`config.mk`:
```
export PLATFORM = sky130hd
export DESIGN_NAME = Core
export DESIGN_NICKNAME = d
export VERILOG_FILES = /design/src/logic/CorePkg.sv /design/src/logic/MemoryAccessController.sv /design/src/logic/FetchUnit.sv /design/src/logic/ExecUnit.sv /design/src/logic/IoUnit.sv /design/src/logic/Core.sv
export VERILOG_INCLUDE_DIRS = /design/src /design/src/logic
export SDC_FILE = /design/constraint.sdc
export NUM_CORES = 1
export LEC_CHECK = 0
export BUFFER_PORTS_ARGS = -buffer_cell sky130_fd_sc_hd__buf_4
export CORE_MARGIN = 2
export CORE_UTILIZATION = 50
export DETAILED_ROUTE_END_ITERATION = 16
export PLACE_DENSITY_LB_ADDON = 0.2
export SLEW_MARGIN = 20
export SYNTH_ARGS = -nofsm -noshare
export SYNTH_HDL_FRONTEND = slang
export SYNTH_HIERARCHICAL = 1
export SYNTH_SLANG_ARGS = --single-unit
```
`constraint.sdc`:
```
create_clock -name clk -period 13.4 [get_ports clk]
set_clock_uncertainty 0.2 [all_clocks]
set_input_delay 0 -clock clk [delete_from_list [all_inputs] [get_ports clk]]
set_output_delay 0 -clock clk [all_outputs]
set_load 0.005 [all_outputs]
```
`src/logic/core_settings.svh`:
```
/*
 * Core configuration macros
 * Word width, register count, memory serial width and the I/O select bit
 */
`ifndef CORE_SETTINGS_SVH
`define CORE_SETTINGS_SVH

// Word, instruction and address width
`define CORE_DATA_WIDTH 16

// General purpose registers
`define CORE_REG_NUM 8

// Width of read and write serials on the memory port
`define CORE_SERIAL_WIDTH 4

// Address bit that selects the I/O region
`define CORE_IO_ADDR_BIT 15

`endif

```
`src/logic/CorePkg.sv`:
```
/*
 * CorePkg
 * Datapath vector types, memory serial types, opcode and execute state enums
 */
`include "core_settings.svh"

package CorePkg;

    typedef logic [`CORE_DATA_WIDTH-1:0] DataPath;
    typedef logic [`CORE_DATA_WIDTH-1:0] AddrPath;
    typedef logic [`CORE_DATA_WIDTH-1:0] PC_Path;
    typedef logic [`CORE_DATA_WIDTH-1:0] InsnPath;
    typedef logic [$clog2(`CORE_REG_NUM)-1:0] RegNumPath;

    // Serials handed out by the memory
    typedef logic [`CORE_SERIAL_WIDTH-1:0] MemAccessSerial;
    typedef logic [`CORE_SERIAL_WIDTH-1:0] MemWriteSerial;

    typedef logic [7:0] SerialDataPath;

    // Retired instruction count
    typedef logic [`CORE_DATA_WIDTH-1:0] DebugRegister;

    // Instruction bits 15:12
    typedef enum logic [3:0] {
        LI   = 4'd0,
        ADD  = 4'd1,
        SUB  = 4'd2,
        XOR  = 4'd3,
        LD   = 4'd4,
        ST   = 4'd5,
        BNZ  = 4'd6,
        HALT = 4'd7
    } OpCode;

    typedef enum logic [2:0] {
        FETCH,
        DECODE,
        MEM,
        WAIT,
        HALTED
    } ExecState;

endpackage

```
`src/logic/MemoryAccessController.sv`:
```
/*
 * MemoryAccessController
 * Single outstanding access to the external tagged memory port
 */
`timescale 1ns/100ps

module MemoryAccessController import CorePkg::*; (
input
    logic clk,
    logic rstN,
    logic fetchReq,
    AddrPath fetchAddr,
    logic dataReq,
    logic dataWrite,
    AddrPath dataAddr,
    DataPath dataWData,
    logic memAccessReadBusy,
    logic memAccessWriteBusy,
    MemAccessSerial nextMemReadSerial,
    MemWriteSerial nextMemWriteSerial,
    logic memReadDataReady,
    DataPath memReadData,
    MemAccessSerial memReadSerial,
    logic memAccessResponseValid,
    MemWriteSerial memAccessResponseSerial,
output
    logic fetchDone,
    InsnPath fetchData,
    logic dataDone,
    DataPath dataRData,
    AddrPath memAccessAddr,
    DataPath memAccessWriteData,
    logic memAccessRE,
    logic memAccessWE
);
    typedef enum logic [1:0] {IDLE, ISSUED, WAITING} CtrlState;

    CtrlState state;
    logic isFetch;
    logic isWrite;
    logic doneReg;
    AddrPath addrReg;
    DataPath wdataReg;
    DataPath rdataReg;
    MemAccessSerial pendingSerial;
    logic respMatch;

    assign memAccessRE = (state == ISSUED) && !isWrite && !memAccessReadBusy;
    assign memAccessWE = (state == ISSUED) && isWrite && !memAccessWriteBusy;
    assign memAccessAddr = addrReg;
    assign memAccessWriteData = wdataReg;

    // Stale serials fall through and are ignored
    assign respMatch = isWrite ?
        (memAccessResponseValid && memAccessResponseSerial == pendingSerial) :
        (memReadDataReady && memReadSerial == pendingSerial);

    assign fetchDone = doneReg && isFetch;
    assign dataDone = doneReg && !isFetch;
    assign fetchData = rdataReg;
    assign dataRData = rdataReg;

    always_ff @(posedge clk) begin
        if (!rstN) begin
            state <= IDLE;
            doneReg <= 1'b0;
            isFetch <= 1'b0;
            isWrite <= 1'b0;
        end else begin
            doneReg <= 1'b0;
            case (state)
                IDLE: begin
                    // Requester still holds its request during the done pulse
                    if (fetchReq && !fetchDone) begin
                        isFetch <= 1'b1;
                        isWrite <= 1'b0;
                        state <= ISSUED;
                    end else if (dataReq && !dataDone) begin
                        isFetch <= 1'b0;
                        isWrite <= dataWrite;
                        state <= ISSUED;
                    end
                end
                ISSUED: begin
                    if (memAccessRE || memAccessWE) begin
                        state <= WAITING;
                    end
                end
                default: begin
                    if (respMatch) begin
                        doneReg <= 1'b1;
                        state <= IDLE;
                    end
                end
            endcase
        end
    end

    always_ff @(posedge clk) begin
        if (state == IDLE) begin
            addrReg <= (fetchReq && !fetchDone) ? fetchAddr : dataAddr;
            wdataReg <= dataWData;
        end
        if (memAccessRE) begin
            pendingSerial <= nextMemReadSerial;
        end else if (memAccessWE) begin
            pendingSerial <= nextMemWriteSerial;
        end
        if (state == WAITING && respMatch && !isWrite) begin
            rdataReg <= memReadData;
        end
    end

endmodule : MemoryAccessController

```
`src/logic/FetchUnit.sv`:
```
/*
 * FetchUnit
 * Program counter, instruction register and fetch request handshake
 */
`timescale 1ns/100ps

module FetchUnit import CorePkg::*; (
input
    logic clk,
    logic rstN,
    logic fetchStart,
    logic fetchDone,
    InsnPath fetchData,
    logic pcStep,
    logic branchTaken,
    logic [7:0] branchOffset,
output
    logic fetchReq,
    PC_Path pc,
    InsnPath insn,
    logic insnValid
);
    PC_Path offsetExt;

    // Signed branch offset, applied on top of PC+1
    assign offsetExt = branchTaken ? PC_Path'({{8{branchOffset[7]}}, branchOffset}) : '0;

    always_ff @(posedge clk) begin
        if (!rstN) begin
            pc <= '0;
            fetchReq <= 1'b0;
            insnValid <= 1'b0;
        end else begin
            if (fetchDone) begin
                fetchReq <= 1'b0;
            end else if (fetchStart) begin
                fetchReq <= 1'b1;
            end
            insnValid <= fetchDone;
            if (pcStep) begin
                pc <= pc + PC_Path'(1) + offsetExt;
            end
        end
    end

    always_ff @(posedge clk) begin
        if (fetchDone) begin
            insn <= fetchData;
        end
    end

endmodule : FetchUnit

```
`src/logic/ExecUnit.sv`:
```
/*
 * ExecUnit
 * Decode and execute FSM, register file, ALU, load and store sequencing
 */
`timescale 1ns/100ps
`include "core_settings.svh"

module ExecUnit import CorePkg::*; (
input
    logic clk,
    logic rstN,
    InsnPath insn,
    logic insnValid,
    PC_Path pc,
    logic dataDone,
    DataPath dataRData,
output
    logic fetchStart,
    logic pcStep,
    logic branchTaken,
    logic [7:0] branchOffset,
    logic dataReq,
    logic dataWrite,
    AddrPath dataAddr,
    DataPath dataWData,
    logic ioWrite,
    SerialDataPath ioData,
    PC_Path lastCommittedPC,
    DebugRegister debugRegister
);
    ExecState state;
    DataPath regFile [`CORE_REG_NUM];

    OpCode opCode;
    RegNumPath rd, rs1, rs2;
    DataPath rdVal, rs1Val, rs2Val;
    DataPath aluResult;
    logic ioAccess;
    logic memOp;
    logic retire;
    logic regWE;

    assign opCode = OpCode'(insn[15:12]);
    assign rd = insn[11:9];
    assign rs1 = insn[8:6];
    assign rs2 = insn[5:3];
    assign rdVal = regFile[rd];
    assign rs1Val = regFile[rs1];
    assign rs2Val = regFile[rs2];

    always_comb begin
        case (opCode)
            LI: aluResult = DataPath'(insn[7:0]);
            ADD: aluResult = rs1Val + rs2Val;
            SUB: aluResult = rs1Val - rs2Val;
            XOR: aluResult = rs1Val ^ rs2Val;
            default: aluResult = dataRData;
        endcase
    end

    // Stores with the I/O bit set bypass memory
    assign ioAccess = rs1Val[`CORE_IO_ADDR_BIT];
    assign memOp = (opCode == LD) || (opCode == ST && !ioAccess);
    assign ioWrite = (state == DECODE) && (opCode == ST) && ioAccess;
    assign ioData = rdVal[7:0];

    assign retire = ((state == DECODE) && !memOp) || ((state == MEM) && dataDone);
    assign pcStep = retire && (opCode != HALT);
    assign branchTaken = (opCode == BNZ) && (rdVal != '0);
    assign branchOffset = insn[7:0];
    assign fetchStart = (state == FETCH);

    assign regWE = ((state == DECODE) && (opCode inside {LI, ADD, SUB, XOR}))
        || ((state == MEM) && dataDone && (opCode == LD));

    always_ff @(posedge clk) begin
        if (!rstN) begin
            for (int i = 0; i < `CORE_REG_NUM; i++) begin
                regFile[i] <= '0;
            end
        end else if (regWE) begin
            regFile[rd] <= aluResult;
        end
    end

    always_ff @(posedge clk) begin
        if (!rstN) begin
            state <= FETCH;
            dataReq <= 1'b0;
            lastCommittedPC <= '0;
            debugRegister <= '0;
        end else begin
            case (state)
                FETCH: state <= WAIT;
                WAIT: begin
                    if (insnValid) begin
                        state <= DECODE;
                    end
                end
                DECODE: begin
                    if (opCode == HALT) begin
                        state <= HALTED;
                    end else if (memOp) begin
                        dataReq <= 1'b1;
                        state <= MEM;
                    end else begin
                        state <= FETCH;
                    end
                end
                MEM: begin
                    if (dataDone) begin
                        dataReq <= 1'b0;
                        state <= FETCH;
                    end
                end
                default: state <= HALTED;
            endcase
            if (retire) begin
                lastCommittedPC <= pc;
                debugRegister <= debugRegister + DebugRegister'(1);
            end
        end
    end

    // Memory request payload
    always_ff @(posedge clk) begin
        if (state == DECODE && memOp) begin
            dataWrite <= (opCode == ST);
            dataAddr <= rs1Val;
            dataWData <= rdVal;
        end
    end

endmodule : ExecUnit

```
`src/logic/IoUnit.sv`:
```
/*
 * IoUnit
 * Serial output register with a one-cycle write pulse
 */
`timescale 1ns/100ps

module IoUnit import CorePkg::*; (
input
    logic clk,
    logic rstN,
    logic ioWrite,
    SerialDataPath ioData,
output
    logic serialWE,
    SerialDataPath serialWriteData
);
    logic accept;

    // No new pulse while the previous one is still high
    assign accept = ioWrite && !serialWE;

    always_ff @(posedge clk) begin
        if (!rstN) begin
            serialWE <= 1'b0;
        end else begin
            serialWE <= accept;
        end
    end

    always_ff @(posedge clk) begin
        if (accept) begin
            serialWriteData <= ioData;
        end
    end

endmodule : IoUnit

```
`src/logic/Core.sv`:
```
/*
 * Core
 * Top level connecting fetch, execute, memory access and I/O units
 */
`timescale 1ns/100ps

module Core import CorePkg::*; (
input
    logic clk,
    logic rstN,
    MemAccessSerial nextMemReadSerial,
    MemWriteSerial nextMemWriteSerial,
    DataPath memReadData,
    logic memReadDataReady,
    MemAccessSerial memReadSerial,
    logic memAccessResponseValid,
    MemWriteSerial memAccessResponseSerial,
    logic memAccessReadBusy,
    logic memAccessWriteBusy,
output
    DebugRegister debugRegister,
    PC_Path lastCommittedPC,
    AddrPath memAccessAddr,
    DataPath memAccessWriteData,
    logic memAccessRE,
    logic memAccessWE,
    logic serialWE,
    SerialDataPath serialWriteData
);
    // Fetch path
    logic fetchReq, fetchDone, fetchStart, insnValid;
    InsnPath fetchData, insn;
    PC_Path pc;
    logic pcStep, branchTaken;
    logic [7:0] branchOffset;

    // Data path
    logic dataReq, dataWrite, dataDone;
    AddrPath dataAddr;
    DataPath dataWData, dataRData;

    logic ioWrite;
    SerialDataPath ioData;

    MemoryAccessController memoryAccessController (
        .clk, .rstN,
        .fetchReq, .fetchAddr(pc),
        .dataReq, .dataWrite, .dataAddr, .dataWData,
        .memAccessReadBusy, .memAccessWriteBusy,
        .nextMemReadSerial, .nextMemWriteSerial,
        .memReadDataReady, .memReadData, .memReadSerial,
        .memAccessResponseValid, .memAccessResponseSerial,
        .fetchDone, .fetchData, .dataDone, .dataRData,
        .memAccessAddr, .memAccessWriteData, .memAccessRE, .memAccessWE
    );

    FetchUnit fetchUnit (
        .clk, .rstN, .fetchStart, .fetchDone, .fetchData,
        .pcStep, .branchTaken, .branchOffset,
        .fetchReq, .pc, .insn, .insnValid
    );

    ExecUnit execUnit (
        .clk, .rstN, .insn, .insnValid, .pc, .dataDone, .dataRData,
        .fetchStart, .pcStep, .branchTaken, .branchOffset,
        .dataReq, .dataWrite, .dataAddr, .dataWData,
        .ioWrite, .ioData, .lastCommittedPC, .debugRegister
    );

    IoUnit ioUnit (
        .clk, .rstN, .ioWrite, .ioData, .serialWE, .serialWriteData
    );

endmodule : Core

```
==> results.json <==
{
  "outcome": "complete, no violations",
  "insertion_delay_ps": 570,
  "required_ps": 13470,
  "cp_slowest_cell": "a222oi_1",
  "synth_edf_count": 237,
  "diodes": 0,
  "layout.cells.non_filler": 1836,
  "num_vias": 11379,
  "crit_path_end_kind": "flop",
  "path_depth": 18,
  "drt-pass1-iter-count": 6,
  "clock_sinks": 297,
  "hold_class": "primary input to flop",
  "cts-root-buf": "clkbuf_16",
  "gp_congestion": 0.939,
  "setup_violations": 0,
  "top_register": "execUnit/regFile",
  "dp_cells": 1728,
  "hold_violations": 0,
  "synthArstFlopShare_pct": 0,
  "placementRows": 65,
  "post-route-min-period_ps": 5780,
  "cts_tree": "done",
  "path_max_fanout": 30,
  "portBuffers": 112,
  "grtUsageTotal_pct": 25.8,
  "cp_top_family": "compound AO/OA/AOI/OAI gates",
  "slew_viol_final": 0,
  "cts_max_level": 1,
  "antenna_found_initial": 0,
  "final_antenna_net_count": 0,
  "grt_first_pass_wirelength_mm": 65.7,
  "synth_cell_types": 87,
  "avgSynthCellArea_um2": 12.2,
  "synthesis.area_mm2": 0.0158,
  "worst_pin_slew_ps": 1180,
  "layout_common_cells": "237 x edfxtp_1, 185 x nor2_1, 122 x buf_4",
  "path_clk_slew_ps": 60,
  "arrival_ps": 5840,
  "grt_pass1_vias": 11115,
  "crit_chain": "buf_4, mux4_2, mux2i_2, nand4_1, nand4bb_1, nor2_1, nand2_1, o21ai_0, xor2_1, ha_1, and2_1, a32o_1, a31o_1, o21ai_1, o21ai_0, xor2_1, a222oi_1, nor2_1",
  "wl_mm": 43.3,
  "worst_setup_path_start_kind": "flop",
  "max-slew-margin-rel_pct": 21.0,
  "yosysWarnings": 6,
  "criticalPathCategory": "flop to flop",
  "cts_buffers": 30,
  "yosys.area.top_type": "edfxtp_1",
  "critPathMaxStageDelay_ps": 860,
  "synth_top_area_share_pct": 44.9,
  "netlist_top_cells_area": "edfxtp_1 45%, mux4_2 7.7%, dfxtp_1 7.6%",
  "worst-r2r-cell-count": 18,
  "fmax_ghz": 0.173,
  "largest_register_ffs": 128,
  "synth_flop_cell": "edfxtp_1",
  "die_w_um": 182,
  "fp.coreArea_mm2": 0.0314,
  "hpwl_mm": 28.5,
  "powerDensity_mw_per_mm2": 120,
  "drive_gt1_share_pct": 21.4,
  "post-route-period-util_pct": 43.1,
  "cts-resized-gates": 0,
  "die_area_mm2": 0.0331,
  "synth_nets": 1365,
  "syn2layout_area_growth_pct": 16.1,
  "power.leakage_nw": 6.80,
  "io_pins": 113,
  "ir_drop_uv": 101,
  "grt_max_degree": 61,
  "viasPerCell": 6.20,
  "wl_per_cell_um": 23.6,
  "final.setup.tns_ps": 0,
  "critPathBufInv": 1,
  "grt-ovfl-total": 0,
  "final_common_cell": "edfxtp_1",
  "ys_ff_latch": 297,
  "seq_area_frac_synth_pct": 52.5,
  "fin_nets": 1474,
  "hold_path_depth": 5,
  "rsz0062_at_grt": "false",
  "initial_core_util_pct": 50.5,
  "drc": 0,
  "die_y_um": 182,
  "cts_max_path_buffers": 3,
  "synth_cells": 1301,
  "maxCapViolCount": 0,
  "drt_iter0_markers": 1422
}
==> routing by layer <==
layer | global-route usage, % | part of all wire (%) | vias up
met5 | 0 | 0 | -
met4 | 11.3 | 4.5 | 0
met3 | 5.13 | 9.1 | 152
met2 | 41.4 | 46 | 632
met1 | 34.2 | 40 | 5490
li1 | - | - | 5105
==> cell usage after synthesis, types with 8 or more instances <==
cell	n
a211oi_1	9
a21oi_1	33
a22oi_1	64
a31oi_1	9
and2_1	28
and3_1	8
buf_4	36
clkbuf_1	43
dfxtp_1	60
edfxtp_1	237
ha_1	24
inv_1	19
mux2_2	44
mux2i_1	53
mux4_2	54
nand2_1	69
nand2b_1	12
nand3_1	12
nand4_1	22
nor2_1	188
nor2b_1	25
nor3_1	14
nor3b_1	8
o21ai_0	21
o22ai_1	9
xnor2_1	42
xor2_1	29
==> metrics by stage <==
stage / utilization [%] / area (um^2) / hold slack [ps] / power, mW / worst slack, ps
6_report: 58.6 / 18400 / 37.1 / 2.20 / 7620
5_1_grt: 58.6 / 18400 / 25.8 / 2.27 / 7100
3_3_place_gp: 53.4 / 16800 / -19.2 / 1.27 / 7890
4_1_cts: 58.6 / 18400 / 21.1 / 2.22 / 7680
2_1_floorplan: - / 15800 / -167 / 1.19 / 8540
3_5_place_dp: 53.4 / 16800 / -20.5 / 1.27 / 7760
==> final cells by class <==
cell class / count / area, um^2
Clock buffer: 42 / 908
Timing Repair Buffer: 174 / 1440
Multi-Input combinational cell: 888 / 6940
Fill cell: 2502 / 13000
Inverter: 19 / 71.3
Tap cell: 402 / 503
Sequential cell: 297 / 8320
Clock inverter: 14 / 220
==> worst register-to-register path: cells and delay by family (launching register included) <==
kind	cells	cell delay, ps
multiplexers	2	920
buffers and inverters	1	460
flip-flops	1	320
AO/OA/AOI/OAI	6	1900
XOR/XNOR	2	370
adder cells (fa/ha/maj)	1	290
AND/OR/NAND/NOR	6	1030
==> path summary, 6_finish.rpt <==
path	startpoint	endpoint	slack [ps]
setup / recovery	fetchUnit/insn[4]	execUnit/regFile[4][15]	7620
hold reg to reg	execUnit/dataWData[15]	memoryAccessController/memAccessWriteData[15]	220
hold / removal	memReadSerial[0]	memoryAccessController/dataRData[7]	40
setup reg to reg	fetchUnit/insn[4]	execUnit/regFile[4][15]	7620
==> repair_timing <==
| action | in CTS | in global routing |
|---|---|---|
| endpoints found under the hold margin | 70 | 0 |
| hold buffers | 52 | 0 |
| setup buffers | 0 | 0 |
==> where the power goes <==
part | switching [mW] | total (mW) | internal, mW
logic | 0.100 | 0.198 | 0.0974
clock network | 0.348 | 0.933 | 0.585
registers | 0.0297 | 1.07 | 1.04
==> logic make-up (layout without fill, tap and decap cells) <==
group	Yosys count	count (layout)	synth area share, %
buf+inv	116	249	4.12
compound gates	204	204	9.35
fa+ha+maj	26	26	2.15
xor+xnor	72	72	4.03
mux	155	155	14.5
simple gates	431	431	13.3
flops	297	297	52.5
Power figures use the tool's default switching activity.
